===== config.mk =====
export PLATFORM = sky130hd
export DESIGN_NAME = axil_noc_bridge
export DESIGN_NICKNAME = d
export VERILOG_FILES = /design/src/source/bridge_pkg.sv /design/src/source/axil_noc_bridge.sv /design/src/source/flit_serializer.sv /design/src/source/load_queue.sv /design/src/source/req_fifo.sv /design/src/source/store_queue.sv
export SDC_FILE = /design/constraint.sdc
export NUM_CORES = 1
export LEC_CHECK = 0
export BUFFER_PORTS_ARGS = -buffer_cell sky130_fd_sc_hd__buf_2
export CORE_AREA = 2 2 291 293
export DETAILED_ROUTE_END_ITERATION = 10
export DIE_AREA = 0 0 293 295
export PLACE_DENSITY = 0.61
export SLEW_MARGIN = 20
export SYNTH_ARGS = -nofsm -noshare
export SYNTH_HDL_FRONTEND = slang
export SYNTH_SLANG_ARGS = --single-unit

===== constraint.sdc =====
create_clock -name clk -period 3.5 [get_ports clk]
set_clock_uncertainty 0.2 [all_clocks]
set_input_delay 0.175 -clock clk [delete_from_list [all_inputs] [get_ports clk]]
set_output_delay 0.175 -clock clk [all_outputs]
set_load 0.01 [all_outputs]

===== src/source/bridge_pkg.sv =====
//##########################################################
// bridge package
// widths, flit field layouts, message codes and queue
// depths shared by the AXI-Lite to NoC request bridge
//##########################################################

package bridge_pkg;

    // plain vectors with a meaning
    typedef logic [63:0] axi_addr_t;
    typedef logic [63:0] axi_data_t;
    typedef logic [7:0]  axi_strb_t;   // one bit per byte
    typedef logic [63:0] flit_t;

    // network endpoint, 34 bits
    typedef struct packed {
        logic [13:0] chip_id;
        logic [7:0]  x_pos;
        logic [7:0]  y_pos;
        logic [3:0]  fbits;
    } node_id_t;

    // AXI-Lite beats
    typedef struct packed {
        axi_addr_t addr;
    } axil_aw_t;

    typedef struct packed {
        axi_data_t data;
        axi_strb_t strb;
    } axil_w_t;

    // requests handed from the queues to the serializer
    typedef struct packed {
        axi_addr_t addr;
        axi_data_t data;
        axi_strb_t strb;
    } store_req_t;

    typedef struct packed {
        axi_addr_t addr;
    } load_req_t;

    typedef enum logic [7:0] {
        MSG_TYPE_STORE_REQ = 8'd15,
        MSG_TYPE_LOAD_REQ  = 8'd31
    } msg_type_t;

    // header flits, high bits first
    typedef struct packed {
        node_id_t    dest;
        logic [7:0]  msg_len;    // flits after the first one
        msg_type_t   msg_type;
        logic [7:0]  mshr_id;
        logic [5:0]  options;
    } hdr1_t;

    typedef struct packed {
        logic [7:0]  byte_mask;
        logic [4:0]  spare;
        logic [2:0]  data_size;
        logic [47:0] phys_addr;
    } hdr2_t;

    typedef struct packed {
        node_id_t    src;
        logic [29:0] rsvd;
    } hdr3_t;

    // one arrival slot in the order queue
    typedef struct packed {
        logic load;
        logic store;
    } order_entry_t;

    localparam logic [7:0] MSG_LEN_STORE = 8'd3;   // hdr2, hdr3, data
    localparam logic [7:0] MSG_LEN_LOAD  = 8'd2;
    localparam logic [2:0] DATA_SIZE_8B  = 3'b100;

    localparam int QUEUE_DEPTH = 4;
    localparam int ORDER_DEPTH = 8;   // holds every outstanding load and store

    typedef enum logic [2:0] {
        IDLE,
        HDR1,
        HDR2,
        HDR3,
        DATA
    } ser_state_t;

endpackage


===== src/source/axil_noc_bridge.sv =====
//##########################################################
// AXI-Lite to NoC request bridge
// store and load queues feeding one flit serializer
//##########################################################
`timescale 1ns/10ps

module axil_noc_bridge (
    input  logic                    clk,
    input  logic                    rst_n,
    input  bridge_pkg::node_id_t    src_id,
    input  bridge_pkg::node_id_t    dest_id,
    input  bridge_pkg::axil_aw_t    aw,
    input  logic                    aw_valid,
    output logic                    aw_ready,
    input  bridge_pkg::axil_w_t     w,
    input  logic                    w_valid,
    output logic                    w_ready,
    input  bridge_pkg::axil_aw_t    ar,
    input  logic                    ar_valid,
    output logic                    ar_ready,
    output logic                    noc_valid,
    output bridge_pkg::flit_t       noc_data,
    input  logic                    noc_ready
);

    logic                   store_valid;
    bridge_pkg::store_req_t store_req;
    logic                   store_accepted;
    logic                   store_pop;
    logic                   load_valid;
    bridge_pkg::load_req_t  load_req;
    logic                   load_accepted;
    logic                   load_pop;

    store_queue u_store_queue (
        .clk            (clk),
        .rst_n          (rst_n),
        .aw             (aw),
        .aw_valid       (aw_valid),
        .aw_ready       (aw_ready),
        .w              (w),
        .w_valid        (w_valid),
        .w_ready        (w_ready),
        .store_pop      (store_pop),
        .store_valid    (store_valid),
        .store_req      (store_req),
        .store_accepted (store_accepted)
    );

    load_queue u_load_queue (
        .clk           (clk),
        .rst_n         (rst_n),
        .ar            (ar),
        .ar_valid      (ar_valid),
        .ar_ready      (ar_ready),
        .load_pop      (load_pop),
        .load_valid    (load_valid),
        .load_req      (load_req),
        .load_accepted (load_accepted)
    );

    flit_serializer u_flit_serializer (
        .clk            (clk),
        .rst_n          (rst_n),
        .src_id         (src_id),
        .dest_id        (dest_id),
        .store_valid    (store_valid),
        .store_req      (store_req),
        .store_accepted (store_accepted),
        .store_pop      (store_pop),
        .load_valid     (load_valid),
        .load_req       (load_req),
        .load_accepted  (load_accepted),
        .load_pop       (load_pop),
        .noc_valid      (noc_valid),
        .noc_data       (noc_data),
        .noc_ready      (noc_ready)
    );

endmodule


===== src/source/flit_serializer.sv =====
//##########################################################
// flit serializer
// keeps the arrival order of loads and stores and sends
// each one as header flits, plus a data flit for stores
//##########################################################
`timescale 1ns/10ps

module flit_serializer (
    input  logic                    clk,
    input  logic                    rst_n,
    input  bridge_pkg::node_id_t    src_id,
    input  bridge_pkg::node_id_t    dest_id,
    input  logic                    store_valid,
    input  bridge_pkg::store_req_t  store_req,
    input  logic                    store_accepted,
    output logic                    store_pop,
    input  logic                    load_valid,
    input  bridge_pkg::load_req_t   load_req,
    input  logic                    load_accepted,
    output logic                    load_pop,
    output logic                    noc_valid,
    output bridge_pkg::flit_t       noc_data,
    input  logic                    noc_ready
);

    bridge_pkg::ser_state_t   state;
    bridge_pkg::ser_state_t   state_next;
    bridge_pkg::order_entry_t order_in;
    bridge_pkg::order_entry_t order_head;
    logic                     order_push;
    logic                     order_pop;
    logic                     order_empty;
    logic                     load_done;    // load half of a paired entry is out
    logic                     serve_load;
    logic                     head_ready;
    logic                     cur_store;    // packet in flight is a store
    bridge_pkg::axi_addr_t    cur_addr;
    bridge_pkg::axi_strb_t    strb_rev;
    bridge_pkg::axi_data_t    data_rev;
    bridge_pkg::hdr1_t        hdr1;
    bridge_pkg::hdr2_t        hdr2;
    bridge_pkg::hdr3_t        hdr3;

    // one slot per cycle in which anything was accepted
    assign order_push     = store_accepted || load_accepted;
    assign order_in.load  = load_accepted;
    assign order_in.store = store_accepted;

    req_fifo #(
        .WIDTH ($bits(bridge_pkg::order_entry_t)),
        .DEPTH (bridge_pkg::ORDER_DEPTH)
    ) u_order_fifo (
        .clk       (clk),
        .rst_n     (rst_n),
        .push      (order_push),
        .push_data (order_in),
        .pop       (order_pop),
        .pop_data  (order_head),
        .full      (),
        .empty     (order_empty)
    );

    // paired entry goes load first
    assign serve_load = order_head.load && !load_done;
    assign head_ready = !order_empty && (serve_load ? load_valid : store_valid);

    always_comb begin
        state_next = state;
        case (state)
            bridge_pkg::IDLE: if (head_ready) state_next = bridge_pkg::HDR1;
            bridge_pkg::HDR1: if (noc_ready)  state_next = bridge_pkg::HDR2;
            bridge_pkg::HDR2: if (noc_ready)  state_next = bridge_pkg::HDR3;
            bridge_pkg::HDR3: begin
                if (noc_ready) begin
                    if (cur_store) state_next = bridge_pkg::DATA;
                    else           state_next = bridge_pkg::IDLE;
                end
            end
            bridge_pkg::DATA: if (noc_ready)  state_next = bridge_pkg::IDLE;
            default:          state_next = bridge_pkg::IDLE;
        endcase
    end

    // pops land on the handshake of the last flit
    assign load_pop  = (state == bridge_pkg::HDR3) && noc_ready && !cur_store;
    assign store_pop = (state == bridge_pkg::DATA) && noc_ready;
    assign order_pop = store_pop || (load_pop && !order_head.store);

    always_ff @(posedge clk or negedge rst_n) begin
        if (!rst_n) begin
            state     <= bridge_pkg::IDLE;
            cur_store <= 1'b0;
            load_done <= 1'b0;
        end else begin
            state <= state_next;
            if (state == bridge_pkg::IDLE && head_ready) cur_store <= !serve_load;
            if (store_pop)
                load_done <= 1'b0;
            else if (load_pop && order_head.store)
                load_done <= 1'b1;   // store half still waiting
        end
    end

    assign cur_addr = cur_store ? store_req.addr : load_req.addr;
    assign strb_rev = {<<{store_req.strb}};
    assign data_rev = {<<8{store_req.data}};   // byte order of the network

    always_comb begin
        hdr1         = '0;
        hdr1.dest    = dest_id;
        hdr1.msg_len = cur_store ? bridge_pkg::MSG_LEN_STORE : bridge_pkg::MSG_LEN_LOAD;
        if (cur_store) hdr1.msg_type = bridge_pkg::MSG_TYPE_STORE_REQ;
        else           hdr1.msg_type = bridge_pkg::MSG_TYPE_LOAD_REQ;

        hdr2           = '0;
        hdr2.byte_mask = cur_store ? strb_rev : '0;
        hdr2.data_size = bridge_pkg::DATA_SIZE_8B;
        hdr2.phys_addr = cur_addr[47:0];

        hdr3     = '0;
        hdr3.src = src_id;
    end

    always_comb begin
        case (state)
            bridge_pkg::HDR1: noc_data = hdr1;
            bridge_pkg::HDR2: noc_data = hdr2;
            bridge_pkg::HDR3: noc_data = hdr3;
            bridge_pkg::DATA: noc_data = data_rev;
            default:          noc_data = '0;
        endcase
    end

    assign noc_valid = (state != bridge_pkg::IDLE);

endmodule


===== src/source/load_queue.sv =====
//##########################################################
// load queue
// buffers AXI read-address beats and presents them as
// load requests in arrival order
//##########################################################
`timescale 1ns/10ps

module load_queue (
    input  logic                    clk,
    input  logic                    rst_n,
    input  bridge_pkg::axil_aw_t    ar,
    input  logic                    ar_valid,
    output logic                    ar_ready,
    input  logic                    load_pop,
    output logic                    load_valid,
    output bridge_pkg::load_req_t   load_req,
    output logic                    load_accepted
);

    bridge_pkg::axil_aw_t ar_head;
    logic                 ar_full;
    logic                 ar_empty;
    logic                 ar_take;

    assign ar_ready = !ar_full;
    assign ar_take  = ar_valid && ar_ready;

    // one pulse per taken read address
    assign load_accepted = ar_take;

    req_fifo #(
        .WIDTH ($bits(bridge_pkg::axil_aw_t)),
        .DEPTH (bridge_pkg::QUEUE_DEPTH)
    ) u_ar_fifo (
        .clk       (clk),
        .rst_n     (rst_n),
        .push      (ar_take),
        .push_data (ar),
        .pop       (load_pop),
        .pop_data  (ar_head),
        .full      (ar_full),
        .empty     (ar_empty)
    );

    assign load_valid    = !ar_empty;
    assign load_req.addr = ar_head.addr;

endmodule


===== src/source/req_fifo.sv =====
//##########################################################
// request FIFO
// register-array buffer with full and empty flags,
// push and pop allowed in the same cycle
//##########################################################
`timescale 1ns/10ps

module req_fifo #(
    parameter int WIDTH = 64,
    parameter int DEPTH = 4
) (
    input  logic             clk,
    input  logic             rst_n,
    input  logic             push,
    input  logic [WIDTH-1:0] push_data,
    input  logic             pop,
    output logic [WIDTH-1:0] pop_data,
    output logic             full,
    output logic             empty
);

    typedef logic [$clog2(DEPTH)-1:0]   ptr_t;
    typedef logic [$clog2(DEPTH+1)-1:0] count_t;

    logic [WIDTH-1:0] mem [DEPTH];
    ptr_t             wr_ptr;
    ptr_t             rd_ptr;
    count_t           count;
    logic             do_push;
    logic             do_pop;

    assign do_push = push && !full;
    assign do_pop  = pop && !empty;

    assign full     = (count == count_t'(DEPTH));
    assign empty    = (count == '0);
    assign pop_data = mem[rd_ptr];   // head is always on the output

    always_ff @(posedge clk) begin
        if (do_push) mem[wr_ptr] <= push_data;
    end

    always_ff @(posedge clk or negedge rst_n) begin
        if (!rst_n) begin
            wr_ptr <= '0;
            rd_ptr <= '0;
            count  <= '0;
        end else begin
            if (do_push) wr_ptr <= (wr_ptr == ptr_t'(DEPTH - 1)) ? '0 : wr_ptr + 1'b1;
            if (do_pop)  rd_ptr <= (rd_ptr == ptr_t'(DEPTH - 1)) ? '0 : rd_ptr + 1'b1;
            case ({do_push, do_pop})
                2'b10:   count <= count + 1'b1;
                2'b01:   count <= count - 1'b1;
                default: count <= count;   // both or neither
            endcase
        end
    end

endmodule


===== src/source/store_queue.sv =====
//##########################################################
// store queue
// buffers AXI write-address and write-data beats on their
// own and pairs them into complete store requests
//##########################################################
`timescale 1ns/10ps

module store_queue (
    input  logic                    clk,
    input  logic                    rst_n,
    input  bridge_pkg::axil_aw_t    aw,
    input  logic                    aw_valid,
    output logic                    aw_ready,
    input  bridge_pkg::axil_w_t     w,
    input  logic                    w_valid,
    output logic                    w_ready,
    input  logic                    store_pop,
    output logic                    store_valid,
    output bridge_pkg::store_req_t  store_req,
    output logic                    store_accepted
);

    bridge_pkg::axil_aw_t aw_head;
    bridge_pkg::axil_w_t  w_head;
    logic                 aw_full;
    logic                 aw_empty;
    logic                 w_full;
    logic                 w_empty;
    logic                 aw_take;
    logic                 w_take;

    assign aw_ready = !aw_full;
    assign w_ready  = !w_full;
    assign aw_take  = aw_valid && aw_ready;
    assign w_take   = w_valid && w_ready;

    // the address beat sets the arrival order of the store
    assign store_accepted = aw_take;

    req_fifo #(
        .WIDTH ($bits(bridge_pkg::axil_aw_t)),
        .DEPTH (bridge_pkg::QUEUE_DEPTH)
    ) u_aw_fifo (
        .clk       (clk),
        .rst_n     (rst_n),
        .push      (aw_take),
        .push_data (aw),
        .pop       (store_pop),
        .pop_data  (aw_head),
        .full      (aw_full),
        .empty     (aw_empty)
    );

    req_fifo #(
        .WIDTH ($bits(bridge_pkg::axil_w_t)),
        .DEPTH (bridge_pkg::QUEUE_DEPTH)
    ) u_w_fifo (
        .clk       (clk),
        .rst_n     (rst_n),
        .push      (w_take),
        .push_data (w),
        .pop       (store_pop),
        .pop_data  (w_head),
        .full      (w_full),
        .empty     (w_empty)
    );

    // a store needs both halves, whichever came first
    assign store_valid = !aw_empty && !w_empty;

    assign store_req.addr = aw_head.addr;
    assign store_req.data = w_head.data;
    assign store_req.strb = w_head.strb;

endmodule


==> results.json <==
{
  "outcome": "complete, no violations",
  "crit_family": "multiplexers",
  "ir_drop_uv": 456,
  "port_buffers": 309,
  "seq_area_mm2": 0.0216,
  "clk_pin_slew_ns": 0.06,
  "drc_errors": 0,
  "cts_root_buf": "clkbuf_16",
  "core_mm2": 0.0832,
  "internal_power_w": 0.0199,
  "vias": 15400,
  "synth_edf_count": 688,
  "multiInputGateArea_mm2": 0.00686,
  "tightest_slew_ns": 0.929,
  "first_global_vias": 16200,
  "area_growth_pct": 25.2,
  "syn_nets": 1682,
  "timing.final.crit_period_ns": 3.39,
  "slew_headroom_pct": 38.1,
  "cp_cell_sequence": "buf_12 -> mux4_2 -> mux2i_1 -> o21ai_1 -> buf_2",
  "h-tree-depth": 3,
  "finalSetupViolCount": 0,
  "p_sw_w": 0.00908,
  "crit_slowest_cell": "dfrtp_4",
  "max_stage_delay_ns": 0.66,
  "overflow": 0,
  "die_h_um": 295,
  "hpwlAfterDp_um": 47900,
  "start_util_pct": 34.7,
  "startpoint_type": "register",
  "die_area_mm2": 0.0864,
  "yosysTopAreaCellShare_pct": 71.6,
  "ys_seq_area_share_pct": 74.7,
  "drt_iter0_markers": 1050,
  "layout-drive-gt1-share_pct": 34.2,
  "synth_area_leader_cell": "edfxtp_1",
  "critical_path_required_ns": 3.12,
  "end_kind": "primary output",
  "max_freq_mhz": 295,
  "grt_setup_unrepaired": "no",
  "grtUsageTotal_pct": 17.0,
  "period_share_pct": 96.8,
  "slew_viol_final": 0,
  "yosysWarningCount": 0,
  "final_antenna_net_count": 0,
  "fin_setup_tns_ns": 0,
  "syn_area_mm2": 0.0289,
  "power.density_mw_per_mm2": 802,
  "comb_power_share_pct": 30.0,
  "path_buf_inv": 2,
  "critPathKind": "reg -> out",
  "ys_top_cells_by_area": "edfxtp_1 72%, mux4_2 13%, dfrtp_1 3.1%",
  "wl_um": 73700,
  "p_total_w": 0.0290,
  "synth.distinct_cells": 60,
  "antenna_found_initial": 15,
  "clock-sinks": 724,
  "dr.pass1.iters": 5,
  "fin_nets": 2208,
  "swShare_pct": 31.4,
  "async_reset_ff_share_pct": 4.97,
  "place_congestion": 0.776,
  "die_x_um": 293,
  "rows": 106,
  "cp_data_arrival_time_ns": 3.01,
  "grt_first_pass_wirelength_um": 107000,
  "synth_ff_type": "edfxtp_1",
  "hp-class": "in -> async",
  "cts_tree": "yes",
  "leakage_nw": 12.3,
  "viasPerCell": 5.03,
  "wl_per_cell_um": 24.1,
  "nFillCells": 7238,
  "fin_hold_ws_ns": 0.0399,
  "clk_path_buf_depth": 3,
  "hold_viol_final": 0,
  "worst-path-max-fanout": 24,
  "p_seq_share_pct": 42.6,
  "synth-seq-cells": 724,
  "grt_start_max_net_pins": 66,
  "syn_area_per_cell_um2": 20.9,
  "pwr-share-clk_pct": 27.3,
  "cts_inserted_buffers": 78,
  "maxCapViolations": 0,
  "worstSkewPairLatency_ns": 0.62,
  "ios": 342,
  "synthCells": 1379
}
cell type report:
cell class                 count  share of cell area [%]
multi-input combinational    558                    19.0
clock buffer                  99                    5.71
sequential                   724                    59.8
tap                         1080                    3.74
timing repair buffer         519                    10.4
clock inverter                44                    1.11
antenna                       10                  0.0693
inverter                      24                   0.249
synthesized netlist by cell type (2+ instances only):
master    count
nand2b_1      4
buf_4        11
buf_1        10
xnor2_1       5
mux2i_1      85
o221ai_1     18
a31oi_1       2
nor2b_1       4
buf_2        27
o21ai_0      35
dfrtp_1      36
o22ai_1       3
and3_1       12
or3_1         3
and2_1        2
o21ai_1      13
xor2_1        8
ha_1         25
nor4_1        5
o211ai_1      8
a22oi_1      10
or3b_1        3
mux2_2       10
nor2_1       16
nand3_1       3
nor4b_1       5
fa_1          4
nand2_2       2
nand2_1      66
buf_6         6
mux4_2      171
inv_1        22
clkbuf_1     16
nor3_1       10
clkbuf_8      2
a21oi_1       5
inv_2         2
edfxtp_1    688
through the flow:
step                area [µm²]  utilization, %  setup WS, ns  cells
floorplan                28900               -         0.472   1379
CTS                      36100            43.4       0.00959   3048
detailed placement       31900            38.3         0.315   2731
finish                   36100            43.4         0.113   3058
global placement         31900            38.3         0.311   2731
global route             36100            43.4       0.00360   3053
state kept, by name (all words and copies together) (netlist names), 4 cells and up:
| register | count |
|---|---|
| u_load_queue.u_ar_fifo.mem | 192 |
| u_flit_serializer.u_order_fifo.count | 4 |
| u_store_queue.u_w_fifo.mem | 288 |
| u_flit_serializer.u_order_fifo.mem | 16 |
| u_store_queue.u_aw_fifo.mem | 192 |
final timing paths:
path	slack [ns]	start	depth (start not counted)	end
worst max-delay path	0.11	u_load_queue.u_ar_fifo.rd_ptr[0]	5	noc_data[5]
worst max register to register	0.31	u_flit_serializer.u_order_fifo.rd_ptr[1]	10	u_flit_serializer.u_order_fifo.count[3]
min in group clk	0.11	aw[30]	2	u_store_queue.u_aw_fifo.mem[1][30]
worst min-delay path	0.04	rst_n	2	u_flit_serializer.u_order_fifo.rd_ptr[0]
max in group asynchronous	2.37	rst_n	2	u_load_queue.u_ar_fifo.rd_ptr[0]
worst min register to register	0.30	u_load_queue.u_ar_fifo.count[2]	1	u_load_queue.u_ar_fifo.count[2]
layer usage:
| metal | GRT usage, % | vias up | routed length [µm] |
|---|---|---|---|
| met1 | 22.2 | 8047 | 30400 |
| met2 | 28.8 | 447 | 37000 |
| li1 | - | 6785 | - |
| met5 | 0 | - | 95 |
| met4 | 3.66 | 14 | 1080 |
| met3 | 4.50 | 93 | 5080 |
power by group through the flow:
stage	Sequential, W	Combinational [W]	Clock (W)
after global routing	0.0125	0.00937	0.00845
after global placement	0.0125	0.00847	0
after floorplan	0.0120	0.00568	0
final	0.0123	0.00870	0.00791
after detailed placement	0.0126	0.00861	0
after CTS	0.0124	0.00891	0.00810
cells by family after synthesis:
logic type / count (synthesis) / synth area share (%)
xor+xnor: 13 / 0.395
buf+inv: 97 / 1.75
mux: 268 / 16.9
compound gates: 104 / 2.35
fa+ha+maj: 29 / 1.36
simple gates: 144 / 2.56
flops: 724 / 74.7
cells in the final DEF (no fill, tap or decap), types with 4 or more instances in the layout:
| master | instances |
|---|---|
| nand2_1 | 66 |
| clkbuf_1 | 19 |
| nor2_1 | 16 |
| xnor2_1 | 5 |
| and3_4 | 12 |
| dfrtp_4 | 4 |
| mux4_2 | 171 |
| bufinv_16 | 5 |
| edfxtp_1 | 688 |
| o211ai_1 | 8 |
| a22oi_1 | 10 |
| nor2b_1 | 4 |
| o21ai_0 | 35 |
| o221ai_1 | 18 |
| ha_1 | 25 |
| diode_2 | 10 |
| a21oi_1 | 5 |
| clkbuf_16 | 79 |
| clkinv_1 | 14 |
| mux2i_1 | 82 |
| nor4_1 | 5 |
| fa_1 | 4 |
| nor3_1 | 10 |
| o21ai_1 | 13 |
| mux2_2 | 10 |
| clkinv_2 | 15 |
| inv_1 | 22 |
| nor4b_1 | 5 |
| xor2_1 | 8 |
| dlygate4sd3_1 | 173 |
| buf_2 | 309 |
| dfrtp_1 | 29 |
| buf_4 | 22 |
| buf_12 | 15 |
timing repair:
action | in CTS | in global routing
buffers inserted | 1 | 0
endpoints found under the hold margin | 783 | 0
hold buffers | 173 | 0
endpoints found under the setup margin | 4 | 2
gates resized for setup | 1 | 2
Note: power is estimated with default switching activity, not from simulation.
